==> config.mk <==
export PLATFORM = sky130hd
export DESIGN_NAME = script_match
export DESIGN_NICKNAME = d
export VERILOG_FILES = /design/src/logic/frame_log_pkg.sv /design/src/logic/script_match.sv
export SDC_FILE = /design/constraint.sdc
export NUM_CORES = 1
export LEC_CHECK = 0
export ABC_AREA = 1
export CAP_MARGIN = 30
export CELL_PAD_IN_SITES_DETAIL_PLACEMENT = 0
export CELL_PAD_IN_SITES_GLOBAL_PLACEMENT = 1
export CORE_AREA = 2 2 230 232
export CTS_CLUSTER_SIZE = 10
export DETAILED_ROUTE_END_ITERATION = 10
export DIE_AREA = 0 0 232 234
export DONT_BUFFER_PORTS = 1
export PLACE_DENSITY = 0.39
export SLEW_MARGIN = 0
export SYNTH_ARGS = -nofsm -noshare
export SYNTH_HDL_FRONTEND = slang
export SYNTH_SLANG_ARGS = --single-unit
==> constraint.sdc <==
create_clock -name clk -period 2.4 [get_ports clk]
set_clock_uncertainty 0.2 [all_clocks]
set_input_delay 0.36 -clock clk [delete_from_list [all_inputs] [get_ports clk]]
set_output_delay 0.36 -clock clk [all_outputs]
set_load 0.01 [all_outputs]
==> src/logic/frame_log_pkg.sv <==
/*
	Shared definitions for the frame logger
	Script count, log header constants and the descriptor word
*/

package frame_log_pkg;

	localparam int num_scripts = 4;

	// Log header buffer
	localparam logic [31:0] log_magic = 32'h02425AFF;
	localparam int header_bits = 176;

	// Descriptor is matched bits, size and timestamp
	localparam int desc_bits = num_scripts + 16 + 64;

	//------------------------------------------------------------
	// Descriptor word
	// Built as raw bits by the ingress stage and carried raw
	// through the FIFO, then decoded field by field in the writer
	//------------------------------------------------------------
	typedef union packed {
		logic [desc_bits-1:0] raw;
		struct packed {
			logic [num_scripts-1:0] matched;
			logic [15:0] size;       // Bytes
			logic [63:0] timestamp;  // Cycle count at first beat
		} f;
	} desc_word_t;

endpackage
==> src/logic/script_match.sv <==
/*
	First-beat matcher
	Checks the opening beat of each frame against the scripts
*/

module script_match #(
	parameter int data_width = 64
) (
	input logic clk,
	input logic rst_n,

	input logic [data_width-1:0] beat,
	input logic first_beat,

	input logic [frame_log_pkg::num_scripts-1:0][data_width-1:0] script_pattern,
	input logic [frame_log_pkg::num_scripts-1:0][data_width-1:0] script_mask,
	input logic [frame_log_pkg::num_scripts-1:0] script_enable,

	output logic [frame_log_pkg::num_scripts-1:0] matched
);
	logic [frame_log_pkg::num_scripts-1:0] hit;

	// Mask bits select which beat bits must equal the pattern
	always_comb begin
		for (int i = 0; i < frame_log_pkg::num_scripts; i++) begin
			hit[i] = script_enable[i] &&
				((beat ^ script_pattern[i]) & script_mask[i]) == '0;
		end
	end

	always_ff @(posedge clk) begin
		if (!rst_n) begin
			matched <= '0;
		end else if (first_beat) begin
			matched <= hit;  // Held for the rest of the frame
		end
	end

endmodule

Word level (Yosys, flattened, before mapping)

Index checks and enable logic that the tools add are counted.

Shift-type cells: 0
Equality and inequality tests: 0
Div/mod/pow operators: 0
Mux-type cells: 0
$mul: 0
Add/subtract/negate cells: 0
Bitwise logic cells: 8
Reduce and logical (&&, ||, !) cells: 8
Order comparisons: 0

Operator list:

| cell                | number |
|---|---|
| $and A64 B64 Y64    | 4 |
| $logic_not A64 Y1   | 4 |
| $xor A64 B64 Y64    | 4 |
| $logic_and A1 B1 Y1 | 4 |

Register bits after elaboration: 4
Logic and storage cells: 17
Latch bits: 0
Bits in read-only memories: 0
Input bits: 583
Memories: 0
Output and inout bits: 4
RAM bits: 0

Logic depth before layout (Yosys ltp)

Word-level depth: 4
Depth in mapped cells: 11

Worst setup path after synthesis

No wires, ideal clock.

Kind: input port to flip-flop
From: in beat[59]
To: reg matched[0] (netlist bit)
Path slack: 1.030 ns
Cell stages on the path: 10
Arrival: 1.100 ns
Cells stage by stage: or2_1 nand3_2 nand2_1 inv_1 nand2_1 nor2_1 nand2_1 nor2_2 nand2_1 a21oi_1

Longest elaborated chain between the ends: 4

RTL lines:

| what                 | line               | RTL |
|---|---|---|
| start, declared      | script_match.sv:12 | `input logic [data_width-1:0] beat,` |
| $xor A64 B64 Y64     | script_match.sv:27 | `((beat ^ script_pattern[i]) & script_mask[i]) == '0;` |
| $and A64 B64 Y64     | script_match.sv:27 |  |
| $logic_not A64 Y1    | script_match.sv:27 |  |
| $logic_and A1 B1 Y1  | script_match.sv:26 | `hit[i] = script_enable[i] &&` |
| end signal, assigned | script_match.sv:35 | `matched <= hit;` |
| end, declared        | script_match.sv:19 | `output logic [frame_log_pkg::num_scripts-1:0] matched` |

No other way between the ends.
A chain may end at the register's enable or synchronous reset.

Worst setup path in the final report

From: in beat[52]
To: reg matched[0] (netlist bit)

The elaborated chain is that of the path after synthesis.

==> impl_metrics.csv <==
group,metric,value,unit
status,status,"finished, final reports clean",
timing,max_slew.worst_pin.slew,0.361,ns
yosys,ys_seq_elements,4,
timing,final_hold_viol_count,0,
global_routing,antenna_found_initial,3,
yosys,synth.cell_area,5130,um2
min_path,min_path_cells,2,
layout,num-fill-cells,6257,
global_routing,grt_pass1_vias,6793,
layout,mostFrequentLayoutCells,"nand2_1, nand3_1, inv_1",
worst_setup_path,required,2.35,ns
detailed_routing,drtAntennaViolNets,0,
timing,setup_viol,0,
detailed_routing,vias,7071,
timing,max_slew_margin,75.9,%
power,max-vdd-ir-drop,0.000141,V
layout,syn_to_final_growth,17.6,%
cts,clk-insertion-delay-late,0.22,ns
timing,layout_min_cycle_time,1.65,ns
detailed_routing,avgRoutedWirePerCell,17.7,um
die,initial_core_util,9.87,%
placed_design,dp_hpwl,31600,um
global_routing,grt_first_pass_wirelength,43900,um
layout,final_common_cell,"nand2_1",
yosys,netlist.area_leader.share,37.1,%
placed_design,placed_cells,1863,
layout,largest_reg_flops,4,
global_routing,grt_overflow,0,
detailed_routing,drt_first_iter_violations,371,
yosys,syn-instance-count,1183,
detailed_routing,drc,0,
timing,rsz0062_at_grt,"false",
die,core-area,52000,um2
cts,cts_tree,"built",
cts,postCtsHoldBufs,0,
power,pwr_density_cell,164,nW/um2
timing,timing.setup.tns,0,ns
yosys,ys_seq_area_share,1.56,%
layout,finalNetCount,1763,
cts,cts_buffers,3,
power,leakagePower,3.20,nW
layout,regArea,80.1,um2
detailed_routing,drt-pass1-iter-count,5,
cts,cts_root_buffer,"clkbuf_16",
worst_setup_path,cp_data_arrival_time,1.61,ns
yosys,synth_area_leaders,"nand2_1, nand3_1, inv_1",
die,fp.dieH,234,um
die,row_count,84,
power,power,0.992,mW
worst_setup_path,path_class,"input port to flop",
die,die_w,232,um
worst_setup_path,cp_max_fo,5,
timing,slew_viol_final,0,
yosys,yosysUniqueCellTypes,14,
worst_setup_path,critical_path.startpoint_type,"input port",
global_routing,grt_max_degree,9,
min_path,hold_path_class,"input port to flop",
yosys,yosys.area.top_type,"nand2_1",
cts,cts_resized,0,
layout,fin_cells,1869,
timing,fin_crit_sh,68.9,%
worst_setup_path,critPathCaptureType,"flop",
global_routing,grtUsageTotal,11.1,%
min_path,hold_end,"matched[3]",
timing,whs,0.142,ns
yosys,avgSynthCellArea,4.34,um2
cts,cts_setup_buffers,0,
placed_design,gp_congestion,0.909,
cts,clk_pin_slew_worst_paths,0.03,ns
layout,final_core_util,11.6,%
die,die-area,54300,um2
cts,clk_path_buf_depth,2,
worst_setup_path,reg2reg_to,"matched[2]",
die,io_pins,587,
layout,top_regs,"matched x4",
cts,cts_sinks,4,
worst_setup_path,r2r_slack,1.37,ns
detailed_routing,wl,33100,um
layout,drive_above_1_share,0.764,%
placed_design,portBuffers,0,
layout,top_register,"matched",
layout,multi_input_area,4210,um2
detailed_routing,viasPerCell,3.78,
yosys,syn_nets,1766,
flow_run,maxCapViolations,0,
cts,cts_max_level,1,
timing,max_freq,605,MHz
worst_setup_path,reg2regPathDepth,2,
yosys,ys_warn_count,0,
worst_setup_path,r2r_start,"matched[2]",
min_path,hp-start,"rst_n",
-- layout make-up --
type | instances | share of cell area (%)
Clock buffer | 3 | 1.24
Inverter | 215 | 13.4
Sequential cell | 4 | 1.33
Tap cell | 688 | 14.3
Multi-Input combinational cell | 956 | 69.7
Antenna cell | 3 | 0.124
-- how the worst max path moves through the flow --
stage / start / endpoint / slack (ns) / cells past startpoint
finish: beat[52] / matched[0] / 0.75 / 11
global route: beat[57] / matched[0] / 0.58 / 11
CTS: beat[52] / matched[0] / 0.62 / 11
detailed placement: beat[52] / matched[0] / 0.40 / 11
global placement: beat[52] / matched[0] / 0.40 / 11
floorplan: beat[59] / matched[0] / 1.03 / 10
-- cell usage after synthesis --
cell / n
dfxtp_1: 4
buf_2: 8
nand2_1: 508
inv_1: 215
nand3_2: 3
nor2_1: 89
nand3_1: 225
or2_1: 32
nand4_1: 40
a21oi_1: 4
or2_0: 36
nor2_2: 3
o22ai_1: 12
o21ai_0: 4
-- report_power, final --
part	internal, mW	switching, mW
clock network	0.213	0.0471
logic	0.288	0.377
registers	0.0670	0.000000000121
total	0.568	0.425
-- worst max-delay path, stage by stage --
cell     delay (ns)
inv_1          0.09
nand2_1        0.06
nand3_1        0.08
nand2_1        0.07
nor2_1         0.19
nand2_1        0.07
nor2_1         0.26
nand2_1        0.15
nor2_2         0.10
nand2_1        0.05
a21oi_1        0.12
-- logic make-up after synthesis --
kind of cell	after synthesis	synth area share, %
AO/OA/AOI/OAI	20	2.24
flip-flops	4	1.56
buffers and inverters	223	16.5
AND/OR/NAND/NOR	936	79.7
-- layer usage --
| metal | GRT usage [%] | routed length (um) | part of all wire (%) |
|---|---|---|---|
| met1 | 11.2 | 11300 | 34 |
| met2 | 21.7 | 17300 | 52 |
| met3 | 3.87 | 3660 | 11 |
| met4 | 2.88 | 796 | 2.4 |
| met5 | 0 | 0 | 0 |
-- stage by stage --
| step | area (um2) | setup slack, ns |
|---|---|---|
| 2_1_floorplan | 5130 | 1.03 |
| 3_3_place_gp | 5950 | 0.403 |
| 3_5_place_dp | 5950 | 0.395 |
| 4_1_cts | 6030 | 0.620 |
| 5_1_grt | 6030 | 0.578 |
| 6_report | 6040 | 0.746 |
Note: power is estimated with default switching activity, not from simulation.
