--- src/logic/frame_log_pkg.sv ---
/*
	Shared definitions for the frame logger
	Script count, log header constants and the descriptor word
*/

package frame_log_pkg;

	localparam int num_scripts = 4;

	// Log header buffer
	localparam logic [31:0] log_magic = 32'h02425AFF;
	localparam int header_bits = 176;

	// Descriptor is matched bits, size and timestamp
	localparam int desc_bits = num_scripts + 16 + 64;

	//------------------------------------------------------------
	// Descriptor word
	// Built as raw bits by the ingress stage and carried raw
	// through the FIFO, then decoded field by field in the writer
	//------------------------------------------------------------
	typedef union packed {
		logic [desc_bits-1:0] raw;
		struct packed {
			logic [num_scripts-1:0] matched;
			logic [15:0] size;       // Bytes
			logic [63:0] timestamp;  // Cycle count at first beat
		} f;
	} desc_word_t;

endpackage
--- src/logic/frame_log_writer.sv ---
/*
	Log writer
	Takes one descriptor per frame, emits the log header and the
	frame beats for matched frames, drains unmatched ones
*/

module frame_log_writer #(
	parameter int data_width = 64,
	parameter logic [7:0] direction_id = 8'd65
) (
	input logic clk,
	input logic rst_n,

	input logic [15:0] log_id,

	input frame_log_pkg::desc_word_t desc_in,
	input logic desc_valid,
	output logic desc_ready,

	input logic [data_width-1:0] frame_data,
	input logic frame_valid,
	output logic frame_ready,

	output logic [data_width-1:0] log_data,
	output logic log_last,
	output logic log_valid,
	input logic log_ready
);
	localparam int bpb = data_width / 8;
	localparam int hdr_beats = (frame_log_pkg::header_bits + data_width - 1) / data_width;
	localparam int buf_bits = hdr_beats * data_width;
	// Header bytes past the first 64 bits, in whole beats
	localparam int hdr_bytes = ((frame_log_pkg::header_bits + data_width - 65) / data_width) * bpb;
	localparam int cnt_bits = $clog2(hdr_beats + 1);

	localparam logic [1:0] st_wait = 2'd0;
	localparam logic [1:0] st_header = 2'd1;
	localparam logic [1:0] st_frame = 2'd2;
	localparam logic [1:0] st_drop = 2'd3;

	logic [1:0] state;
	logic [buf_bits-1:0] tx_buf;
	logic [buf_bits-1:0] hdr_word;
	logic [cnt_bits-1:0] tx_count;
	logic [15:0] remain;     // Frame bytes still to move
	logic [15:0] size_ceil;
	logic beat_end;
	logic hdr_end;

	assign size_ceil = (desc_in.f.size + 16'(bpb - 1)) & ~16'(bpb - 1);
	assign beat_end = (remain <= 16'(bpb));
	assign hdr_end = (tx_count == cnt_bits'(hdr_beats - 1));

	//------------------------------------------------------------
	// Header word
	//------------------------------------------------------------
	always_comb begin
		hdr_word = '0;
		hdr_word[31:0] = frame_log_pkg::log_magic;
		hdr_word[47:32] = log_id;
		hdr_word[63:48] = 16'(hdr_bytes) + size_ceil;
		hdr_word[127:64] = desc_in.f.timestamp;
		hdr_word[135:128] = direction_id;
		hdr_word[143:136] = 8'(bpb);
		hdr_word[159:144] = desc_in.f.size;
		hdr_word[160 +: frame_log_pkg::num_scripts] = desc_in.f.matched;
	end

	// Loaded while idle, shifted one beat per header transfer
	always_ff @(posedge clk) begin
		if (state == st_wait)
			tx_buf <= hdr_word;
		else if (state == st_header && log_ready)
			tx_buf <= tx_buf >> data_width;
	end

	//------------------------------------------------------------
	// FSM
	//------------------------------------------------------------
	always_ff @(posedge clk) begin
		if (!rst_n) begin
			state <= st_wait;
			desc_ready <= 1'b0;
			tx_count <= '0;
			remain <= '0;
		end else begin
			case (state)
				st_wait: begin
					desc_ready <= 1'b1;
					if (desc_valid && desc_ready) begin
						remain <= desc_in.f.size;
						tx_count <= '0;
						if (desc_in.f.matched != '0) begin
							state <= st_header;
							desc_ready <= 1'b0;
						end else if (desc_in.f.size != 16'd0) begin
							state <= st_drop;
							desc_ready <= 1'b0;
						end
					end
				end

				st_header: begin
					if (log_ready) begin
						if (hdr_end)
							state <= (remain != 16'd0) ? st_frame : st_wait;
						else
							tx_count <= tx_count + 1'b1;
					end
				end

				st_frame: begin
					if (frame_valid && log_ready) begin
						remain <= remain - 16'(bpb);
						if (beat_end)
							state <= st_wait;
					end
				end

				default: begin  // Drop, one beat per cycle
					if (frame_valid) begin
						remain <= remain - 16'(bpb);
						if (beat_end)
							state <= st_wait;
					end
				end
			endcase
		end
	end

	always_comb begin
		log_data = '0;
		log_last = 1'b0;
		log_valid = 1'b0;
		frame_ready = 1'b0;
		case (state)
			st_header: begin
				log_data = tx_buf[data_width-1:0];
				log_last = hdr_end && remain == 16'd0;
				log_valid = 1'b1;
			end
			st_frame: begin
				log_data = frame_data;
				log_last = beat_end;
				log_valid = frame_valid;
				frame_ready = log_ready;
			end
			st_drop: frame_ready = 1'b1;
			default: ;
		endcase
	end

	// Holds across the data FIFO head as well as the header buffer
	a_log_hold: assert property (@(posedge clk) disable iff (!rst_n)
		log_valid && !log_ready |=> log_valid && $stable(log_data) && $stable(log_last))
		else $error("log beat changed while stalled");

endmodule

--- config.mk ---
export PLATFORM = sky130hd
export DESIGN_NAME = frame_log_writer
export DESIGN_NICKNAME = d
export VERILOG_FILES = /design/src/logic/frame_log_pkg.sv /design/src/logic/frame_log_writer.sv
export SDC_FILE = /design/constraint.sdc
export NUM_CORES = 1
export LEC_CHECK = 0
export BUFFER_PORTS_ARGS = -buffer_cell sky130_fd_sc_hd__buf_4
export CAP_MARGIN = 20
export CORE_UTILIZATION = 58
export CTS_BUF_LIST = sky130_fd_sc_hd__clkbuf_8
export DETAILED_ROUTE_END_ITERATION = 10
export PLACE_DENSITY = 0.88
export SLEW_MARGIN = 20
export SYNTH_ARGS = -nofsm -noshare
export SYNTH_HDL_FRONTEND = slang
export SYNTH_SLANG_ARGS = --single-unit
export TNS_END_PERCENT = 50
--- constraint.sdc ---
create_clock -name clk -period 8.3 [get_ports clk]
set_clock_uncertainty 0.05 [all_clocks]
set_input_delay 1.66 -clock clk [delete_from_list [all_inputs] [get_ports clk]]
set_output_delay 1.66 -clock clk [all_outputs]
set_load 0.01 [all_outputs]
Word level (Yosys, flattened, before mapping)
Cells that the tools add are included.
{ "totals": {"ff_bits": 172, "inputBits": 169, "out_inout_bits": 68, "word_cells": 65} }
{ "op_classes": {"addsub": 4, "order_cmp": 1, "n_eq_ne": 10, "mux": 27, "bitwise_logic": 1, "n_reduce_logical": 16} }
{ "ops": {"columns": ["cell", "n"], "rows": [
  ["164-bit two-way mux", 2],
  ["64-bit one-hot mux with 2 select lines", 1],
  ["16-bit two-way mux", 3],
  ["16-bit one-hot mux with 3 select lines", 1],
  ["16-bit nonzero test", 2],
  ["2-bit two-way mux", 12],
  ["16-bit by 3-bit adder with 16-bit output (second input constant)", 1],
  ["5-bit by 16-bit adder with 16-bit output (first input constant)", 1],
  ["16-bit by 4-bit less-or-equal comparator with 1-bit output (second input constant)", 1],
  ["16-bit zero test", 1],
  ["16-bit by 4-bit subtractor with 16-bit output (second input constant)", 1],
  ["2-bit inequality test (second input constant)", 4],
  ["4-bit AND reduction", 2],
  ["4-bit nonzero test", 2],
  ["2-bit == test (second input constant)", 3],
  ["1-bit one-hot mux with 2 select lines", 3],
  ["2-bit one-hot mux with 3 select lines", 1],
  ["6-bit AND reduction", 1],
  ["1-bit logical AND", 4],
  ["2-bit one-hot mux with 2 select lines", 1],
  ["2-bit nonzero test", 2],
  ["1-bit two-way mux", 3],
  ["3-bit by 1-bit inequality test with 1-bit output (second input constant)", 1],
  ["3-bit nonzero test", 1],
  ["5 further kinds", 5]
]} }

Longest topological paths before layout
Gate-level depths: netlist (run 1).
{ "depth": {"word_depth": 5, "ltp_mapped": 9, "depth_no_buf": 8} }

Least setup slack after synthesis (run 1)
Ideal clock, no wire load.
{ "synth_path": {"path_kind": "input to register", "startpoint": "in log_ready", "endpoint": "reg tx_buf[100] (enable)", "setup_time_ps": 1030, "arrival_ps": 3985, "required_ps": 7220, "setup_slack_ps": 3235, "stages": 3, "n_path_buf": 1, "path_cell_list": "nand2_1 > buf_1 > nand2_1"} }
{ "synth_via": {"elab_chain_cells": 2} }
{ "synth_rtl": {"columns": ["item", "line", "text"], "rows": [
  ["start, declared", "frame_log_writer.sv:27", "input logic log_ready"],
  ["1-bit logical AND", "frame_log_writer.sv:73", "else if (state == st_header && log_ready)"],
  ["2-bit nonzero test (no source line)", null, null],
  ["end signal, assigned", "frame_log_writer.sv:72", "tx_buf <= hdr_word;"],
  ["end signal, assigned", "frame_log_writer.sv:74", "tx_buf <= tx_buf >> data_width;"],
  ["end, declared", "frame_log_writer.sv:42", "logic [buf_bits-1:0] tx_buf;"]
]} }
No other way between the ends.
A chain may end at the register's enable or synchronous reset.

Worst setup path in the final report (run 1)
{ "layout_path": {"startpoint": "reg state[0]", "endpoint": "out log_data[6]"} }
{ "layout_via": {"elab_chain_cells": 2, "elab_cells_between_ends": 3, "cone_classes": "eq/ne: 2; mux: 1"} }
{ "layout_rtl": {"columns": ["item", "line", "text"], "rows": [
  ["start, declared", "frame_log_writer.sv:41", "logic [1:0] state;"],
  ["start signal, assigned", "frame_log_writer.sv:82", "state <= st_wait;"],
  ["start signal, assigned", "frame_log_writer.sv:94", "state <= st_header;"],
  ["start signal, assigned", "frame_log_writer.sv:97", "state <= st_drop;"],
  ["2-bit == test / 2-bit by 1-bit == test with 1-bit output (equally long branches)", "frame_log_writer.sv:136", "case (state)"],
  ["64-bit one-hot mux with 2 select lines (*)", "frame_log_writer.sv:136", null],
  ["end, declared", "frame_log_writer.sv:24", "output logic [data_width-1:0] log_data,"]
]} }
Mark *: on every way between the ends. The rest lies on a longest branch, timed or not.

==> summary.md, run 1 <==
| Metric | Value |
|---|---|
| Main synth FF type | edfxtp_1 |
| Pins Over Slew Limit | 0 |
| Period utilisation layout | 51.4% |
| Unique masters post-synth | 50 |
| Largest net degree at the start of global routing | 129 |
| Number of antenna violations at the first check in global routing | 0 |
| Top layer in use | met4 |
| Syn Nets | 1053 |
| Max incr delay on CP | 0.61 ns |
| Max VDD drop | 0.000204 V |
| Wire length on met1 | 8810 um |
| HPWL after detailed placement | 14800 um |
| Setup Crit Path Kind | flop to primary output |
| Max Fanout on Critical Path | 40 |
| N_diodes | 0 |
| First-pass GRT wire length | 32700 um |
| Hold EP | tx_buf[9] |
| Yosys warnings | 0 |
| Die Y | 122 um |
| Max_cap viols | 0 |
| Post-CTS Resized | 0 |
| Hold Crit Class | flop to flop |
| DRC viols | 0 |
| Max-slew headroom | 30.3% |
| Syn Area/Cell | 9.58 um^2 |
| R2R cell count | 6 |
| Min Tclk post-route | 4.27 ns |
| Total core area | 14000 um^2 |
| Power density cells | 303 nW/um^2 |
| H-tree depth | 4 |
| Input/output buffers | 236 |
| #FFs+latches synth | 170 |
| Fillcell total | 997 |
| Async set-reset flop share out of synthesis | 0% |
| IO Pins | 237 |
| Combinational share of power | 35.5% |
| Post-synthesis sequential area ratio | 54.4% |
| Via/cell ratio | 5.72 |
| Status | finished, final reports clean |
| Most frequent cells in the layout | 244 x buf_4, 166 x nand2_1, 116 x edfxtp_1 |
| Root Buffer | clkbuf_8 |
| CP most frequent cell | buf_4 |
| Vias in the first global route | 6523 |
| Slew @ Worst Pin | 1.05 ns |
| Reg2reg setup slack | 4.96 ns |
| RR Startpoint | state[1] |
| Fmax | 234 MHz |
| Worst setup EP type | primary output |
| Worst-Skew Late Latency | 0.46 ns |
| Pint | 0.00208 W |
| Average wire per standard cell | 17.4 um |
| Gr ovfl total | 0 |
| Non-filler instance count after layout | 1265 |
| RSZ-0062 raised after global routing | false |
| CTS tree | built |
| Setup total negative slack | 0 ns |
| Switching Fraction | 35.3% |
| Psw | 0.00114 W |
| Crit path max-delay family | buffers and inverters |
| Hold Vio Cnt, Final | 0 |
| Post-DRT Antenna Nets | 0 |
| DIE WIDTH | 122 um |
| Die area | 15000 um^2 |
| Max Root-Sink Buffers | 2 |
| Share of cells above drive strength 1 | 25.8% |
| GP Congestion | 0.943 |
| Clk sink count | 170 |
| Number of flops mapped to enable cells by yosys | 116 |
| Dpl cells | 1233 |
| Metal3 WL | 1640 um |
| DR pass1 iterations | 5 |
| Reg power frac | 46.3% |
| Worst-path clk slew | 0.08 ns |
| Static Leakage | 4.20 nW |
| Commonest non-fill, non-tap cell in the layout | buf_4 |
| Starting Density | 60.0% |
| Row Count | 43 |
| CP startpoint kind | flop |
| Clk pwr share | 18.2% |
| CP arrival | 2.56 ns |
| Setup violators final | 0 |
| CP required | 6.59 ns |
| Hold Path Stages | 2 |
| Final #Nets | 1248 |
| Post-Route WL | 22000 um |
| Mapped Cells | 877 |
| Num CTS Buffers | 17 |
| Area growth syn-to-layout | 26.4% |
| Initial drt markers | 606 |
| Buffer and inverter count on the worst path | 3 |
| Post-CTS Hold Fix Bufs | 0 |
| WL met2 | 10800 um |
| Post-CTS Setup Bufs | 0 |
| Cell breakdown of the critical path | inv_1 > ha_2 > buf_4 > a22oi_1 > nor2b_1 > buf_4 |
| GRT Total Usage | 29.0% |
| Slowest stage cell, crit path | ha_2 |
| R2r endpoint | tx_buf[79] |
| Synthesized area | 8400 um^2 |
| Vias | 7231 |
| Hold Startpoint | tx_buf[73] |
[routing by layer]
layer | vias up | global-route usage, %
met4 | 0 | 13.5
met3 | 60 | 5.90
met5 | - | 0
met1 | 3371 | 36.8
li1 | 3481 | -
met2 | 319 | 47.6
[cells in the mapped netlist (6+ instances only)]
| cell | number | area (um^2) |
|---|---|---|
| buf_1 | 7 | 26.3 |
| nand2_1 | 167 | 627 |
| buf_2 | 7 | 35.0 |
| o21ai_0 | 65 | 325 |
| inv_1 | 9 | 33.8 |
| ha_1 | 7 | 87.6 |
| edfxtp_1 | 116 | 3480 |
| nor2b_1 | 67 | 419 |
| nand3_1 | 20 | 100 |
| clkbuf_1 | 54 | 203 |
| nor2_1 | 32 | 120 |
| nor3_1 | 10 | 50.1 |
| a22oi_1 | 66 | 495 |
| nor4_1 | 7 | 43.8 |
| a21oi_1 | 41 | 205 |
| a31oi_1 | 6 | 37.5 |
| xnor2_1 | 12 | 105 |
| and2_1 | 65 | 407 |
| dfxtp_1 | 54 | 1080 |
[worst min-delay path, stage by stage, from the launching register on]
cell and delay [ns]:
edfxtp_1 0.32, nand2_1 0.04, nand3_1 0.06
[how the worst max path moves through the flow]
stage | cells past startpoint | startpoint | endpoint | slack, ns
floorplan | 3 | log_ready | tx_buf[100] | 3.24
global placement | 4 | frame_data[6] | log_data[6] | 4.43
CTS | 6 | state[0] | log_data[6] | 4.01
finish | 6 | state[0] | log_data[6] | 4.03
detailed placement | 4 | frame_data[39] | log_data[39] | 4.41
global route | 6 | state[0] | log_data[39] | 3.90
[state kept, by name, indices dropped and copies added (netlist names)]
name,cells
state,2
desc_ready,1
tx_buf,149
tx_count,2
remain,16
[logic make-up after synthesis]
kind of cell               share of synthesized area, %
buffers and inverters                              3.59
muxes                                             0.477
xor gates and xnor gates                           1.46
DFF                                                54.4
and+or+nand+nor                                    23.5
AOI/OAI and AO/OA                                  15.6
adders and majority gates                          1.04
[cell type report]
type	count	area [um^2]	area share (%)
Clock buffer	17	234	2.20
Tap cell	180	225	2.12
Inverter	10	37.5	0.354
Sequential cell	170	4560	43.0
Timing Repair Buffer	244	1830	17.3
Multi-Input combinational cell	629	3560	33.5
Clock inverter	15	161	1.52
[through the flow]
step	hold WS, ns	power (W)	utilization [%]	worst slack [ns]	area (um^2)
after floorplan	0.383	0.00228	-	3.24	8400
after global placement	0.385	0.00259	73.0	4.43	10200
after detailed placement	0.390	0.00263	73.0	4.41	10200
after CTS	0.411	0.00321	75.9	4.01	10600
after global routing	0.434	0.00341	75.9	3.90	10600
final	0.409	0.00322	75.9	4.03	10600
[power by group through the flow]
stage | clock network [W] | registers, W | logic (W)
global placement | 0 | 0.00149 | 0.00110
floorplan | 0 | 0.00148 | 0.000802
finish | 0.000587 | 0.00149 | 0.00114
global route | 0.000628 | 0.00152 | 0.00126
CTS | 0.000591 | 0.00149 | 0.00114
detailed placement | 0 | 0.00150 | 0.00113
(Power assumes the default switching activity.)
==> run 2: changes to the inputs <==
Settings changed: CORE_UTILIZATION 58 to 49, PLACE_DENSITY 0.88 to 0.79.
Clock period 8.3 ns to 3.5 ns, I/O delays scaled along.
==> run 2 against run 1 <==
Critical path depth shrank 1. Critical path type unchanged. Routed wire length down 0.59%. Sequential power rose by 140%. Final cell count grew 3.6%. Die area up 18%. Cell area rose by 1.6%. Count of clock-buffer cells in the layout unchanged. Global-route usage decreased by 4.0 points. First-iteration DRC count rose by 2.1%. Non-clock buffer count up 6.
==> summary.md, run 2 (synthesis results as in run 1) <==
| Metric | Value |
|---|---|
| Status | finished, final reports clean |
| Reg2reg setup slack | 0.90 ns (-4.06 ns) |
| HPWL after detailed placement | 15400 um (+3.6%) |
| DR pass1 iterations | 5 (unchanged) |
| Hold Crit Class | flop to flop |
| Power density cells | 727 nW/um^2 (+140%) |
| Final #Nets | 1254 (+0.48%) |
| Vias in the first global route | 6600 (+1.2%) |
| Max incr delay on CP | 0.54 ns (-0.07 ns) |
| Period utilisation layout | 88.9% |
| Slowest stage cell, crit path | nor4_2 |
| CP arrival | 2.36 ns (-0.20 ns) |
| Post-CTS Resized | 0 (unchanged) |
| Clk pwr share | 19.7% (+1.5 points) |
| Worst-Skew Late Latency | 0.46 ns (about the same) |
| First-pass GRT wire length | 34300 um (+5.0%) |
| Vias | 7142 (-1.2%) |
| Die area | 17700 um^2 (+18%) |
| Commonest non-fill, non-tap cell in the layout | buf_4 |
| Worst-path clk slew | 0.09 ns (about the same) |
| GRT Total Usage | 25.0% (-4.0 points) |
| Via/cell ratio | 5.45 (-4.7%) |
| Pins Over Slew Limit | 0 (unchanged) |
| Finished Core Util | 64.8% (-11 points) |
| N_diodes | 0 (unchanged) |
| Grt met2 use | 40.8% (-6.8 points) |
| DRC viols | 0 (unchanged) |
| GP Congestion | 0.870 (-7.6%) |
| Num CTS Buffers | 17 (unchanged) |
| Post-CTS Hold Fix Bufs | 0 (unchanged) |
| RR Startpoint | state[0] |
| Static Leakage | 4.26 nW (+1.4%) |
| Psw | 0.00277 W (+140%) |
| Pwr Total | 0.00784 W (+140%) |
| Row Count | 47 (+9.3%) |
| Starting Density | 50.5% (-9.6 points) |
| CP required | 2.75 ns (-3.84 ns) |
| Combinational share of power | 35.2% (-0.3 points) |
| Met3 Usage GRT | 4.56% (-1.3 points) |
| Max_cap viols | 0 (unchanged) |
| Buffer and inverter count on the worst path | 1 (-2) |
| DIE WIDTH | 133 um (+8.7%) |
| Slew @ Worst Pin | 0.701 ns (-0.344 ns) |
| Average wire per standard cell | 16.7 um (-4.1%) |
| Largest registers | tx_buf: 149 flops, remain: 16 flops |
| RSZ-0062 raised after global routing | false |
| Gr ovfl total | 0 (unchanged) |
| Hold EP | tx_buf[22] |
| Post-DRT Antenna Nets | 0 (unchanged) |
| Clk sink count | 170 (unchanged) |
| Area growth syn-to-layout | 28.4% |
| Max VDD drop | 0.000526 V (+160%) |
| Routing usage on met1 | 33.0% (-3.8 points) |
| Post-CTS Setup Bufs | 0 (unchanged) |
| Register bank with the most flops | tx_buf |
| Die Y | 133 um (+8.7%) |
| Fin Hold WS | 0.410 ns (+0.000787 ns) |
| Largest net degree at the start of global routing | 81 (-37%) |
| Min Tclk post-route | 3.11 ns |
| IO Pins | 237 (unchanged) |
| Setup total negative slack | 0 ns (unchanged) |
| H-tree depth | 4 (unchanged) |
| R2r endpoint | tx_count[0] |
| Max-slew headroom | 53.3% (+23 points) |
| CP startpoint kind | flop |
| Setup Crit Path Kind | flop to primary output |
| Max Root-Sink Buffers | 2 (unchanged) |
| Most frequent cells in the layout | 249 x buf_4, 166 x nand2_1, 116 x edfxtp_1 |
| Switching Fraction | 35.3% (about the same) |
| Fmax | 321 MHz |
| R2R cell count | 8 (+2) |
| Worst setup EP type | primary output |
| Input/output buffers | 236 (unchanged) |
| Crit path max-delay family | simple AND/OR/NAND/NOR gates |
| CTS tree | built |
| Share of cells above drive strength 1 | 26.6% (+0.77 points) |
| Most Crowded Layer GR | met2 |
| Post-Route WL | 21900 um (-0.59%) |
| Hold Vio Cnt, Final | 0 (unchanged) |
| Largest register FFs | 149 (unchanged) |
| Initial drt markers | 619 (+2.1%) |
| Reg power frac | 45.1% (-1.2 points) |
| Max Fanout on Critical Path | 7 (-83%) |
| Root Buffer | clkbuf_8 |
| Hold Startpoint | tx_buf[86] |
| Number of antenna violations at the first check in global routing | 0 (unchanged) |
| Pint | 0.00507 W (+140%) |
| Cell breakdown of the critical path | nor4_2 > and3b_1 > nand4_1 > a21boi_0 > buf_4 |
| Hold Path Stages | 2 (unchanged) |
| Total core area | 16600 um^2 (+19%) |
| Setup violators final | 0 (unchanged) |
-- run 2: cell type report --
| type | instances | area [um^2] |
|---|---|---|
| multi-input combinational | 629 | 3570 |
| sequential | 170 | 4560 |
| inverter | 10 | 37.5 |
| clock buffer | 17 | 234 |
| fill | 1413 | 5860 |
| clock inverter | 15 | 211 |
| tap | 220 | 275 |
| timing repair buffer | 250 | 1890 |
-- run 2: worst max-delay path by stage --
stage,startpoint,end,cells after the start
2_1_floorplan,state[0],tx_buf[100],8
3_3_place_gp,state[0],log_data[40],6
3_5_place_dp,state[0],log_data[37],6
4_1_cts,state[0],log_data[37],6
5_1_grt,remain[8],log_last,6
6_report,remain[8],log_last,5
-- run 2: stage by stage --
stage               instance area [um^2]  setup WS (ns)  instances
global route                       10800          0.251       1311
detailed placement                 10300          0.690       1279
global placement                   10300          0.738       1279
floorplan                           8400         0.0483        877
finish                             10800          0.387       1311
CTS                                10800          0.170       1311
-- run 2: power groups by stage --
stage | clock (W) | sequential, W | combinational [W]
detailed placement | 0 | 0.00358 | 0.00274
CTS | 0.00156 | 0.00353 | 0.00275
global placement | 0 | 0.00355 | 0.00268
global route | 0.00164 | 0.00361 | 0.00306
floorplan | 0 | 0.00347 | 0.00190
finish | 0.00154 | 0.00354 | 0.00276
-- run 2: layer usage --
layer  wire length (um)  part of all wire, %
met1               8950                   41
met5                  0                    0
met2              10900                   50
met3               1570                  7.2
met4                508                  2.3
-- run 2: worst register-to-register path: cells and delay by family (launching register included) --
kind / cells / cell delay (ns)
fa+ha+maj: 1 / 0.42
compound gates: 3 / 0.62
flops: 1 / 0.35
simple gates: 2 / 0.24
buf+inv: 2 / 0.81
