$ cat src/logic/frame_log_pkg.sv
/*
	Shared definitions for the frame logger
	Script count, log header constants and the descriptor word
*/

package frame_log_pkg;

	localparam int num_scripts = 4;

	// Log header buffer
	localparam logic [31:0] log_magic = 32'h02425AFF;
	localparam int header_bits = 176;

	// Descriptor is matched bits, size and timestamp
	localparam int desc_bits = num_scripts + 16 + 64;

	//------------------------------------------------------------
	// Descriptor word
	// Built as raw bits by the ingress stage and carried raw
	// through the FIFO, then decoded field by field in the writer
	//------------------------------------------------------------
	typedef union packed {
		logic [desc_bits-1:0] raw;
		struct packed {
			logic [num_scripts-1:0] matched;
			logic [15:0] size;       // Bytes
			logic [63:0] timestamp;  // Cycle count at first beat
		} f;
	} desc_word_t;

endpackage
$ cat src/logic/frame_ingress.sv
/*
	Ingress stage of the frame logger
	Accepts beats, counts frame bytes, stamps the first beat
	and pushes one descriptor per frame
*/

module frame_ingress #(
	parameter int data_width = 64
) (
	input logic clk,
	input logic rst_n,

	input logic [data_width-1:0] in_data,
	input logic [$clog2(data_width/8):0] in_bytes,
	input logic in_last,
	input logic in_valid,
	output logic in_ready,

	input logic data_full,
	input logic desc_full,
	input logic [frame_log_pkg::num_scripts-1:0] matched,

	output logic data_push,
	output logic [data_width-1:0] data_out,
	output logic first_beat,
	output logic desc_push,
	output frame_log_pkg::desc_word_t desc_out
);
	localparam int bpb = data_width / 8;

	logic run;            // Low until the first cycle after reset
	logic first;          // Next accepted beat opens a frame
	logic [15:0] byte_cnt;
	logic [15:0] size_q;
	logic [63:0] ts_cnt;
	logic [63:0] ts_q;

	// A descriptor still in flight counts as occupying the FIFO
	assign in_ready = run & ~data_full & ~(in_last & (desc_full | desc_push));
	assign data_push = in_valid & in_ready;
	assign data_out = in_data;
	assign first_beat = data_push & first;

	always_ff @(posedge clk) begin
		if (!rst_n) begin
			run <= 1'b0;
			first <= 1'b1;
			byte_cnt <= '0;
			ts_cnt <= '0;
			desc_push <= 1'b0;
		end else begin
			run <= 1'b1;
			ts_cnt <= ts_cnt + 64'd1;
			desc_push <= data_push & in_last;

			if (data_push) begin
				if (in_last) begin
					first <= 1'b1;
					byte_cnt <= '0;
				end else begin
					first <= 1'b0;
					byte_cnt <= byte_cnt + 16'(bpb);  // Full beat
				end
			end
		end
	end

	always_ff @(posedge clk) begin
		if (data_push && in_last)
			size_q <= byte_cnt + 16'(in_bytes);
		if (first_beat)
			ts_q <= ts_cnt;
	end

	// Matched bits settle one cycle after the first beat
	assign desc_out.raw = {matched, size_q, ts_q};

	a_last_bytes: assert property (@(posedge clk) disable iff (!rst_n)
		data_push && in_last |-> in_bytes >= 1 && in_bytes <= bpb)
		else $error("in_bytes %0d out of range on last beat", in_bytes);

endmodule

$ cat config.mk
export PLATFORM = sky130hd
export DESIGN_NAME = frame_ingress
export DESIGN_NICKNAME = d
export VERILOG_FILES = /design/src/logic/frame_log_pkg.sv /design/src/logic/frame_ingress.sv
export SDC_FILE = /design/constraint.sdc
export NUM_CORES = 1
export LEC_CHECK = 0
export ABC_AREA = 1
export BUFFER_PORTS_ARGS = -buffer_cell sky130_fd_sc_hd__buf_2
export CORE_UTILIZATION = 40
export DETAILED_ROUTE_END_ITERATION = 8
export PLACE_DENSITY = 0.74
export SYNTH_ARGS = -nofsm -noshare
export SYNTH_HDL_FRONTEND = slang
export SYNTH_SLANG_ARGS = --single-unit
$ cat constraint.sdc
create_clock -name clk -period 5.2 [get_ports clk]
set_clock_uncertainty 0.15 [all_clocks]
set_input_delay 0.26 -clock clk [delete_from_list [all_inputs] [get_ports clk]]
set_output_delay 0.26 -clock clk [all_outputs]
set_load 0.1 [all_outputs]
Word level (Yosys, flattened, before mapping)

Cells that the tools add are included.
W data, S select, Z words.

$add $sub $neg: 3
$mul: 0
Div/mod/pow operators: 0
Magnitude comparators: 0
Eq/ne operators: 0
Shift operators: 0
Multiplexer cells: 3
Bitwise gates (word level): 9
Reductions and logical operators: 1

Operators with widths:

| kind                    | count |
|---|---|
| $add A64 B1 Y64 const B | 1 |
| $add A16 B4 Y16         | 1 |
| $add A16 B4 Y16 const B | 1 |
| $mux W16                | 1 |
| $and A1 B1 Y1           | 6 |
| $mux W1                 | 2 |
| $not A1 Y1              | 2 |
| $logic_and A1 B1 Y1     | 1 |
| $or A1 B1 Y1            | 1 |

Flip-flop bits (word level): 163
Bits in latches: 0
Memory bits (writable): 0
ROM bits: 0
Bits of input ports: 78
Word-level logic and storage cells: 23
Memories kept: 0

Logic depth before layout (Yosys ltp)

Gate-level depths: netlist (run 1).

Word-level depth: 6
Depth in mapped cells: 11

Least setup slack after synthesis (run 1)

OpenSTA, ideal clock, no wires.

Kind: reg-to-reg
Start: register desc_push
End: register ts_q[0] (enable)
Arrival: 5.040 ns
Setup slack: -0.537 ns
Stages on the path, launching flop included: 4
Buffers on the path: 0
Cells stage by stage: dfxtp_1 -> o21ai_1 -> nand3_2 -> nor2_1

Longest elaborated chain between the ends: 6

RTL lines:

| element                | RTL line            | source |
|---|---|---|
| from (decl)            | frame_ingress.sv:26 | `output logic desc_push,` |
| from (signal assigned) | frame_ingress.sv:54 | `desc_push <= data_push & in_last;` |
| $or A1 B1 Y1           | frame_ingress.sv:39 | `assign in_ready = run & ~data_full & ~(in_last & (desc_full \| desc_push));` |
| $and A1 B1 Y1          | frame_ingress.sv:39 |  |
| $not A1 Y1             | frame_ingress.sv:39 |  |
| $and A1 B1 Y1          | frame_ingress.sv:39 |  |
| $and A1 B1 Y1          | frame_ingress.sv:40 | `assign data_push = in_valid & in_ready;` |
| $and A1 B1 Y1          | frame_ingress.sv:42 | `assign first_beat = data_push & first;` |
| via first_beat         | frame_ingress.sv:25 | `output logic first_beat,` |
| to (signal assigned)   | frame_ingress.sv:72 | `ts_q <= ts_cnt;` |
| to (decl)              | frame_ingress.sv:36 | `logic [63:0] ts_q;` |

The timed path passes the listed nets, and every way through them passes these cells.
A chain may end at the register's enable or synchronous reset.

Final worst setup path (run 1)

Start: input port in_last
End: output port first_beat

Longest elaborated chain between the ends: 5

RTL lines:

| element       | RTL line            | source |
|---|---|---|
| from (decl)   | frame_ingress.sv:15 | `input logic in_last,` |
| $and A1 B1 Y1 | frame_ingress.sv:39 |  |
| $not A1 Y1    | frame_ingress.sv:39 |  |
| $and A1 B1 Y1 | frame_ingress.sv:39 |  |
| $and A1 B1 Y1 | frame_ingress.sv:40 |  |
| $and A1 B1 Y1 | frame_ingress.sv:42 |  |
| to (decl)     | frame_ingress.sv:25 |  |

No other way between the ends.

==> summary.txt, run 1 <==
Status
  • Status: finished clean

Worst setup path
  • CP max stage cell: nor2_4
  • Cells along the critical path: dlygate4sd3_1, buf_2, o21ai_1, nand3_2, nor2_4, buf_2
  • Worst EP required: 4790 ps
  • CP Launch Type: input port
  • Crit end category: output pin
  • Crit-path max FO: 25
  • Crit-path max cell delay: 640 ps
  • Critical path class: in -> out
  • WP data arrival: 2500 ps
  • Crit-path most repeated cell: buf_2

Drt
  • Initial DRC count: 415
  • DR WL/cell: roughly 14 um
  • Number of vias per cell: between 4 and 5
  • Vias post-DR: 6181
  • Post-DRT Antenna Nets: 0
  • WL final: ~18000 um
  • DRT Pass-1 Iters: 6
  • DRC Markers: 0

Power
  • P_leak: approximately 3.5 nW
  • Max VDD drop: 205 uV
  • PwrDens: 314 nW/um^2
  • Total power: 2.75 mW

Min path
  • Tightest Hold Check Type: in -> reg

Synth
  • Yosys reg bits: 160
  • Synth Net Count: approximately 1100
  • Synth unique cells: 34
  • Mapped Area: 7840 sq um
  • Avg Inst Size Synth: about 8.1 sq um
  • Register area share after synthesis: 51.1%
  • Synth warn: 0
  • Synth Instances: 970

Layout
  • Fill count: 1834
  • Commonest non-fill, non-tap cell in the layout: nand2_1
  • Diodes inserted: 0
  • Sequential cell area: 4000 sq um
  • Area growth from synthesis to layout: 11.4%
  • Final layout net count: 1093
  • Final Cell Area: 8730 sq um
  • Share of cells above drive strength 1: 15.7%
  • Post-Layout Cell Count: ~1300
  • Multi-input logic area: 2840 sq um
  • Commonest non-fill, non-tap cells in the layout: 234 x nand2_1, 167 x nor2_1, 116 x inv_1, 93 x buf_2

Global route
  • Total GRT Usage: 19.1%
  • First-pass GRT wire length: 29000 um
  • Initial antenna violation count: 0
  • Largest net degree at the start of global routing: 42
  • Vias in the first global route: 5630
  • Congestion Overflow GR: 0

Timing
  • Max-slew headroom: between 40 and 50%
  • Worst Tran Pin Value: about 760 ps
  • Shortest period the worst path allows: 2910 ps
  • Setup_tns: 0 ps
  • Final Max Slew Viols: 0
  • Setup violators final: 0
  • Final Hold Vio Count: 0
  • F_max: 344 MHz
  • RSZ-0062 raised after global routing: no
  • Final WS setup: around 2300 ps
  • Tcrit/Tclk final: 56.0%

Die
  • Chip width: 142 um
  • Die H: approximately 140 um
  • Io pins: between 200 and 250
  • Rows: 50
  • Initial Util: 41.3%
  • Core area: 19000 sq um
  • Die ar.: 20200 sq um

Clocking
  • Clock slew at reported path FFs: 60 ps
  • Clock latency on the worst-skew pair: 430 ps
  • Clk sinks: 160
  • CTS Buf Count: 17
  • Htree depth: 4
  • CTS tree: yes
  • CTS Root Cell: clkbuf_16
  • Clk buf depth: 2
  • Post-cts resize count: 0

Placed design
  • Placed cell areas: 8100 sq um
  • Total placed cells including tap cells: 1248
  • DP HPWL: roughly 14000 um
  • Routability cong.: 0.929
  • Setup WS pre-CTS: 2650 ps
  • I/O Buffers: 93

Flow run
  • Maxcap violations: 0
final timing paths:
path / from / to / slack [ps] / depth (start not counted)
hold / removal: rst_n / run$_DFF_P_ / 130 / 1
setup reg to reg: desc_push$_SDFF_PN0_ / ts_q[48]$_DFFE_PP_ / 2720 / 4
hold reg to reg: ts_cnt[63]$_SDFF_PN0_ / ts_q[63]$_DFFE_PP_ / 310 / 0
setup / recovery: in_last / first_beat / 2290 / 6
power breakdown:
part	internal (mW)	switching, mW
clock network	0.717	0.521
logic	0.0218	0.143
registers	1.33	0.00742
total	2.07	0.672
routing by layer:
layer | global-route usage, % | vias up | wire, um
met5 | 0 | - | 0
met4 | 10.3 | 0 | 710
met3 | 3.94 | 73 | 1470
met2 | 29.3 | 245 | 8040
met1 | 25.2 | 2769 | 8240
li1 | - | 3094 | -
critical path, delay by kind of cell:
family | cells | cell delay, ps
AND/OR/NAND/NOR | 2 | 870
AO/OA/AOI/OAI | 1 | 130
buffers and inverters | 3 | 1210
flip-flops by register name (all words and copies together), names as in the netlist:
| signal | cells |
|---|---|
| run | 1 |
| size_q | 16 |
| desc_push | 1 |
| ts_q | 64 |
| byte_cnt | 13 |
| ts_cnt | 64 |
| first | 1 |
cell families after synthesis:
logic type | Yosys count | share of synthesized area, %
buffers and inverters | 197 | 12.8
XOR/XNOR | 21 | 2.35
adder cells (fa/ha/maj) | 3 | 0.479
flip-flops | 160 | 51.1
AO/OA/AOI/OAI | 77 | 5.24
AND/OR/NAND/NOR | 512 | 28.0
cells in the mapped netlist:
| master | count | area share (%) |
|---|---|---|
| nor3b_1 | 3 | 0.29 |
| xor2_1 | 17 | 1.9 |
| buf_4 | 68 | 6.5 |
| nor3_2 | 1 | 0.13 |
| or2_0 | 2 | 0.16 |
| o21bai_1 | 7 | 0.67 |
| nor3_1 | 14 | 0.89 |
| nor2_1 | 168 | 8.0 |
| xnor2_1 | 4 | 0.45 |
| nand2_2 | 6 | 0.48 |
| o21a_1 | 3 | 0.29 |
| edfxtp_1 | 80 | 31 |
| nor2_2 | 13 | 1.0 |
| nor2_4 | 3 | 0.43 |
| dfxtp_1 | 80 | 20 |
| clkinv_1 | 1 | 0.048 |
| nand4_1 | 6 | 0.48 |
| and3_2 | 1 | 0.096 |
| nand2_4 | 4 | 0.57 |
| nor2_8 | 2 | 0.51 |
| buf_6 | 1 | 0.14 |
| and3_1 | 1 | 0.080 |
| clkbuf_1 | 8 | 0.38 |
| inv_2 | 3 | 0.14 |
| o21ai_0 | 17 | 1.1 |
| and2_1 | 2 | 0.16 |
| and2_0 | 1 | 0.080 |
| nand3_1 | 49 | 3.1 |
| inv_1 | 116 | 5.6 |
| nand3_2 | 2 | 0.26 |
| nand2_1 | 234 | 11 |
| o21ai_1 | 2 | 0.13 |
| a21oi_1 | 48 | 3.1 |
| ha_1 | 3 | 0.48 |
final cells by class:
| class | count | area share [%] |
|---|---|---|
| Inverter | 120 | 5.16 |
| Multi-Input combinational cell | 613 | 32.5 |
| Clock buffer | 19 | 4.96 |
| Timing Repair Buffer | 100 | 6.08 |
| Sequential cell | 160 | 45.9 |
| Tap cell | 260 | 3.73 |
| Clock inverter | 13 | 1.75 |
through the flow:
stage	utilization, %	hold slack, ps
global placement	42.7	294
finish	46.1	131
global route	46.1	129
floorplan	-	138
detailed placement	42.7	288
CTS	46.1	103
timing repair:
item,4_1_cts,5_1_grt
setup buffers,0,0
endpoints found under the setup margin,0,0
hold endpoints to repair,5,0
hold buffers,5,0
Note: power is estimated with default switching activity, not from simulation.
==> inputs of run 2 (changes only) <==
--- a/config.mk
+++ b/config.mk
@@ -5,11 +5,11 @@
 export SDC_FILE = /design/constraint.sdc
 export NUM_CORES = 1
 export LEC_CHECK = 0
-export ABC_AREA = 1
+export ABC_AREA = 0
 export BUFFER_PORTS_ARGS = -buffer_cell sky130_fd_sc_hd__buf_2
 export CORE_UTILIZATION = 40
 export DETAILED_ROUTE_END_ITERATION = 8
-export PLACE_DENSITY = 0.74
+export PLACE_DENSITY = 0.76
 export SYNTH_ARGS = -nofsm -noshare
 export SYNTH_HDL_FRONTEND = slang
 export SYNTH_SLANG_ARGS = --single-unit
==> constraint.sdc (replaced) <==
create_clock -name clk -period 2.9 [get_ports clk]
set_clock_uncertainty 0.15 [all_clocks]
set_input_delay 0.145 -clock clk [delete_from_list [all_inputs] [get_ports clk]]
set_output_delay 0.145 -clock clk [all_outputs]
set_load 0.1 [all_outputs]
==> run 2 against run 1 <==
Net effect: synthesized area is 14% lower; first-iteration DRC count is 20% lower; worst hold slack better by 9.5 ps; flip-flop and latch count stayed put; design area is 12% lower; global-route usage is 2.6 points lower; worst setup slack worse by 2100 ps; die area is 14% lower; core utilization is 0.24 points higher; non-clock buffer count is 13 higher; clock power is 65% higher; synthesized cell count is 37% lower.
==> summary.txt, run 2 <==
Timing
  • Worst Tran Pin Value: 675 ps (-85.8 ps)
  • RSZ-0062 raised after global routing: no
  • F_max: 368 MHz
  • Final Hold Vio Count: 0 (unchanged)
  • Shortest period the worst path allows: between 2000 and 3000 ps
  • Final Max Slew Viols: 0 (unchanged)
  • Tcrit/Tclk final: 93.6%
  • Hold slack final: 140 ps (+9.51 ps)
  • Max-slew headroom: 54.6% (+5.4 points)
  • Setup violators final: 0 (unchanged)
  • Setup_tns: 0 ps (unchanged)

Worst setup path
  • R2R cell count: 5 (+1)
  • Cells along the critical path: nand3_4, or4_4, or4_1, or4_1, a21oi_1
  • Crit end category: flop
  • WP data arrival: 2910 ps (+410 ps)
  • R2R Path Start: ts_cnt[9]$_SDFF_PN0_
  • CP Launch Type: flop
  • Crit-path max FO: 7 (-72%)
  • Crit path max-delay family: simple AND/OR/NAND/NOR gates
  • WP buf/inv: 0 (-3)
  • Worst EP required: 3100 ps (-1690 ps)
  • Capturing point of the worst reg2reg path: ts_cnt[62]$_SDFF_PN0_
  • Crit-path max cell delay: 600 ps (-40 ps)
  • CP max stage cell: or4_4
  • Crit-path most repeated cell: or4_1
  • Worst reg2reg setup slack: 180 ps (-2540 ps)
  • Critical path class: reg -> reg

Clocking
  • CTS Buf Count: 17 (unchanged)
  • CTS Root Cell: clkbuf_16
  • Number of setup buffers added after CTS: 0 (unchanged)
  • Clock slew at reported path FFs: 70 ps (about the same)
  • Clock latency on the worst-skew pair: 430 ps (about the same)
  • Htree depth: 4 (unchanged)
  • Clk buf depth: 2 (unchanged)
  • CTS tree: yes
  • Post-cts resize count: 0 (unchanged)
  • Clk sinks: 160 (unchanged)

Status
  • Status: finished clean

Synth
  • Synth Net Count: 695 (-34%)
  • Post-synth top area share: 35.5% (+4.9 points)
  • Avg Inst Size Synth: 11.0 sq um (+36%)
  • Synth warn: 0 (unchanged)
  • Synth unique cells: 34 (unchanged)
  • Synth Flop Type: edfxtp_1
  • Most common library cells after synthesis: 80 x dfxtp_1, 80 x edfxtp_1, 68 x buf_4
  • Register area share after synthesis: 59.2% (+8.1 points)
  • Post-synth ARST share: 0% (unchanged)
  • Yosys reg bits: 160 (unchanged)
  • Mapped Area: 6760 sq um (-14%)
  • Synth Instances: 614 (-37%)
  • Largest cells by area after synthesis: edfxtp_1 36%, dfxtp_1 24%, buf_4 7.5%
  • Leading area contributor after synthesis: edfxtp_1
  • Number of synthesized flops with an enable pin: 80 (unchanged)

Min path
  • Min-Delay Endpoint: data_out[15]
  • Hold path startpoint: in_data[15]
  • Tightest Hold Check Type: in -> out
  • Hold depth: 0 (-1)

Power
  • P_leak: 2.64 nW (-23%)
  • Total power: 4.70 mW (+71%)
  • PwrDens: 615 nW/um^2 (+96%)
  • Max VDD drop: 435 uV (+110%)

Drt
  • Number of vias per cell: 5.13 (+6.6%)
  • DRT Pass-1 Iters: 5 (-1)
  • WL final: 14100 um (-24%)
  • DR WL/cell: 15.9 um (+10%)
  • DRC Markers: 0 (unchanged)
  • Vias post-DR: 4559 (-26%)
  • Initial DRC count: 331 (-20%)
  • Post-DRT Antenna Nets: 0 (unchanged)

Layout
  • Commonest non-fill, non-tap cell in the layout: buf_2
  • Diodes inserted: 0 (unchanged)
  • Share of cells above drive strength 1: 21.1% (+5.4 points)
  • Final layout net count: 737 (-33%)
  • Post-Layout Cell Count: 889 (-31%)
  • Final Cell Area: 7650 sq um (-12%)
  • Area growth from synthesis to layout: 13.2%
  • Commonest non-fill, non-tap cells in the layout: 93 x buf_2, 80 x dfxtp_1, 80 x edfxtp_1, 65 x nor2_1, 35 x nand2_1
  • Top Registers: ts_cnt: 64 flops, ts_q: 64 flops, size_q: 16 flops

Die
  • Die H: 132 um (-7.0%)
  • Io pins: 230 (unchanged)
  • Initial Util: 40.9% (-0.41 points)
  • Die ar.: 17400 sq um (-14%)
  • Rows: 47 (-6.0%)
  • Core area: 16500 sq um (-13%)
  • Chip width: 132 um (-7.0%)

Global route
  • M3 GR Usage: 5.50% (+1.6 points)
  • Initial antenna violation count: 0 (unchanged)
  • GRT busiest layer: met2
  • Largest net degree at the start of global routing: 49 (+17%)
  • Vias in the first global route: 4267 (-24%)
  • Congestion Overflow GR: 0 (unchanged)
  • Met1 usage: 18.8% (-6.4 points)
  • First-pass GRT wire length: 21900 um (-24%)
  • Total GRT Usage: 16.4% (-2.6 points)
  • Met2 Usage GRT: 27.2% (-2.1 points)

Placed design
  • Routability cong.: 0.794 (-15%)
  • DP HPWL: 9800 um (-28%)
  • Placed cell areas: 7030 sq um (-13%)
  • I/O Buffers: 93 (unchanged)
  • Total placed cells including tap cells: 850 (-32%)

Flow run
  • Maxcap violations: 0 (unchanged)
## run 2: where the power goes
| part | internal, mW | leakage [nW] | switching [mW] | total, mW |
|---|---|---|---|---|
| sequential | 2.39 | 1.41 | 0.0116 | 2.40 |
| clock | 1.13 | 0.258 | 0.917 | 2.05 |
| combinational | 0.0382 | 0.982 | 0.217 | 0.255 |
## run 2: kinds of logic after synthesis
kind of cell    Yosys count  synth area share (%)
mux                       3                 0.444
simple gates            241                  18.8
xor+xnor                 60                  7.77
compound gates           47                  3.89
fa+ha+maj                 3                 0.555
buf+inv                 100                  9.34
flops                   160                  59.2
## run 2: cell type report
cell class                 instances  area (sq um)
fill                            1511          8870
clock inverter                    13           105
sequential                       160          4000
clock buffer                      19           443
multi-input combinational        354          2130
timing repair buffer             113           658
tap                              220           275
inverter                          10          37.5
## run 2: layer usage
| layer | vias up | part of all wire, % |
|---|---|---|
| met5 | - | 0 |
| met4 | 0 | 2.9 |
| met3 | 43 | 6.6 |
| met2 | 152 | 48 |
| met1 | 2160 | 42 |
| li1 | 2204 | - |
## run 2: worst reg2reg max path, cell delays in order, from the launching register on
cell and delay (ps):
dfxtp_1 470, nand3_4 150, or4_4 600, or4_1 570
or4_1 530, a21oi_1 160
## run 2: per-stage QoR
step | worst slack [ps] | utilization [%]
floorplan | 19.5 | -
global placement | 289 | 42.6
detailed placement | 218 | 42.6
CTS | 193 | 46.3
global route | 72.4 | 46.3
finish | 185 | 46.3
## run 2: timing repair
| action | CTS | global route |
|---|---|---|
| endpoints found under the hold margin | 13 | 0 |
| hold buffers | 7 | 0 |
| endpoints found under the setup margin | 0 | 0 |
## run 2: how the worst max path moves through the flow
stage,start,to,slack [ps],depth (start not counted)
2_1_floorplan,desc_push$_SDFF_PN0_,ts_q[0]$_DFFE_PP_,20,4
3_3_place_gp,ts_cnt[5]$_SDFF_PN0_,ts_cnt[62]$_SDFF_PN0_,290,5
3_5_place_dp,ts_cnt[5]$_SDFF_PN0_,ts_cnt[62]$_SDFF_PN0_,220,5
4_1_cts,ts_cnt[9]$_SDFF_PN0_,ts_cnt[62]$_SDFF_PN0_,190,5
5_1_grt,ts_cnt[2]$_SDFF_PN0_,ts_cnt[57]$_SDFF_PN0_,70,5
6_report,ts_cnt[9]$_SDFF_PN0_,ts_cnt[62]$_SDFF_PN0_,180,5
==> inputs of run 3 (changes only) <==
--- a/config.mk
+++ b/config.mk
@@ -6,7 +6,7 @@
 export NUM_CORES = 1
 export LEC_CHECK = 0
 export ABC_AREA = 0
-export BUFFER_PORTS_ARGS = -buffer_cell sky130_fd_sc_hd__buf_2
+export BUFFER_PORTS_ARGS = -buffer_cell sky130_fd_sc_hd__clkbuf_2
 export CORE_UTILIZATION = 40
 export DETAILED_ROUTE_END_ITERATION = 8
 export PLACE_DENSITY = 0.76
==> run 3 against run 2 <==
Net effect: non-clock buffer count is 1 higher; global-route usage is 0.20 points lower; sequential share of layout area is 0.27 points lower; flip-flop and latch count stayed put; design area is 0.52% higher; core utilization is 0.24 points higher; highest routed layer unchanged.
==> summary.txt, run 3 (synthesis results as in run 2) <==
Placed design
  • DP HPWL: 9280 um (-5.2%)
  • I/O Buffers: 93 (unchanged)
  • Routability cong.: 0.811 (+2.2%)
  • Placed cell areas: 7040 sq um (+0.14%)

Clocking
  • CTS tree: yes
  • Clock latency on the worst-skew pair: 420 ps (about the same)
  • Clk buf depth: 2 (unchanged)
  • Clock slew at reported path FFs: 70 ps (about the same)
  • Htree depth: 4 (unchanged)
  • CTS Hold Bufs: 7 (unchanged)
  • Post-cts resize count: 0 (unchanged)
  • CTS Root Cell: clkbuf_16
  • Number of setup buffers added after CTS: 0 (unchanged)
  • CTS Buf Count: 17 (unchanged)
  • Clk sinks: 160 (unchanged)

Status
  • Status: finished clean

Worst setup path
  • Crit end category: flop
  • Critical path class: reg -> reg
  • Worst EP required: 3100 ps (about the same)
  • Crit-path max FO: 7 (unchanged)
  • CP Launch Type: flop
  • WP data arrival: 2910 ps (about the same)

Layout
  • Share of cells above drive strength 1: 21.3% (+0.27 points)
  • Commonest non-fill, non-tap cells in the layout: 92 x clkbuf_2, 80 x dfxtp_1, 80 x edfxtp_1, 65 x nor2_1, 35 x nand2_1
  • Area growth from synthesis to layout: 13.7%
  • Final Cell Area: 7690 sq um (+0.52%)
  • Commonest non-fill, non-tap cell in the layout: clkbuf_2
  • Top Registers: ts_cnt: 64 flops, ts_q: 64 flops, size_q: 16 flops
  • Final layout net count: 738 (+0.14%)
  • Diodes inserted: 0 (unchanged)
  • Fill count: 1506 (-0.33%)

Die
  • Rows: 47 (unchanged)
  • Die H: 132 um (unchanged)
  • Die ar.: 17400 sq um (unchanged)
  • Io pins: 230 (unchanged)
  • Chip width: 132 um (unchanged)
  • Core area: 16500 sq um (unchanged)
  • Initial Util: 40.9% (unchanged)

Global route
  • Initial antenna violation count: 0 (unchanged)
  • Congestion Overflow GR: 0 (unchanged)
  • Largest net degree at the start of global routing: 66 (+35%)
  • First-pass GRT wire length: 21800 um (about the same)
  • Vias in the first global route: 4213 (-1.3%)
  • Total GRT Usage: 16.2% (-0.20 points)

Drt
  • Initial DRC count: 362 (+9.4%)
  • Number of vias per cell: 5.00 (-2.6%)
  • Vias post-DR: 4446 (-2.5%)
  • WL final: 13500 um (-3.9%)
  • Post-DRT Antenna Nets: 0 (unchanged)
  • DRT Pass-1 Iters: 4 (-1)
  • DRC Markers: 0 (unchanged)
  • DR WL/cell: 15.2 um (-4.0%)

Power
  • Switching share of power: 24.5% (+0.18 points)
  • Clk pwr share: 44.9% (+1.3 points)
  • Share of power burned in registers: 49.8% (-1.2 points)
  • Comb power frac: 5.3% (about the same)
  • P_leak: 2.67 nW (+0.95%)
  • PwrDens: 627 nW/um^2 (+1.9%)
  • Sw power: 1.18 mW (+3.2%)
  • Max VDD drop: 451 uV (+3.8%)
  • Internal: 3.64 mW (+2.2%)

Timing
  • Setup violators final: 0 (unchanged)
  • Final Max Slew Viols: 0 (unchanged)
  • F_max: 369 MHz (+0.24%)
  • Final Hold Vio Count: 0 (unchanged)
  • Max-slew headroom: 56.7% (+2.1 points)
  • Worst Tran Pin Value: 645 ps (-30.0 ps)
  • Hold slack final: 49.1 ps (-90.9 ps)
  • Tcrit/Tclk final: 93.4% (-0.23 points)
  • Shortest period the worst path allows: 2710 ps (-6.58 ps)
  • RSZ-0062 raised after global routing: no
  • Setup_tns: 0 ps (unchanged)

Flow run
  • Maxcap violations: 0 (unchanged)

Min path
  • Tightest Hold Check Type: in -> reg
[run 3: power groups by stage]
stage                     Combinational (mW)  Clock, mW  Sequential, mW
after floorplan                        0.496          0            2.60
after global placement                 0.249          0            2.45
after detailed placement               0.249          0            2.45
after CTS                              0.257       2.22            2.40
after global routing                   0.264       2.32            2.40
final                                  0.254       2.17            2.40
[run 3: per-layer routing]
metal | part of all wire (%) | global-route usage [%] | vias up
met1 | 44 | 19.6 | 2060
met5 | 0 | 0 | -
li1 | - | - | 2205
met3 | 5.2 | 4.88 | 45
met2 | 48 | 26.0 | 136
met4 | 3.0 | 9.04 | 0
[run 3: through the flow]
step	total power [mW]	setup WS, ps	util, %	cells
final	4.82	191	46.6	890
after global routing	4.98	63.4	46.6	890
after CTS	4.88	215	46.6	890
after detailed placement	2.70	250	42.6	851
after global placement	2.70	293	42.6	851
after floorplan	3.09	19.5	-	614
[run 3: critical path: stages, from the launching register on]
cell and delay, ps:
dfxtp_1 470, nand4_4 190, or4_4 570, or4_1 590
buf_4 180, or3_1 340, a21oi_1 150
[run 3: area by class of cell]
class | instances | area (sq um) | area share, %
clock buffers | 18 | 429 | 5.58
clock inverters | 14 | 149 | 1.94
inverters | 10 | 37.5 | 0.488
multi-input cells | 354 | 2130 | 27.7
flip-flops and latches | 160 | 4000 | 52.0
well taps | 220 | 275 | 3.58
repair buffers | 114 | 668 | 8.69
[run 3: final timing paths]
path                          from                    end  slack (ps)  depth (start not counted)
max reg2reg   ts_cnt[6]$_SDFF_PN0_  ts_cnt[58]$_SDFF_PN0_         190                          6
min reg2reg  ts_cnt[63]$_SDFF_PN0_     ts_q[63]$_DFFE_PP_         300                          0
min                       in_valid   desc_push$_SDFF_PN0_          50                          4
max           ts_cnt[6]$_SDFF_PN0_  ts_cnt[58]$_SDFF_PN0_         190                          6
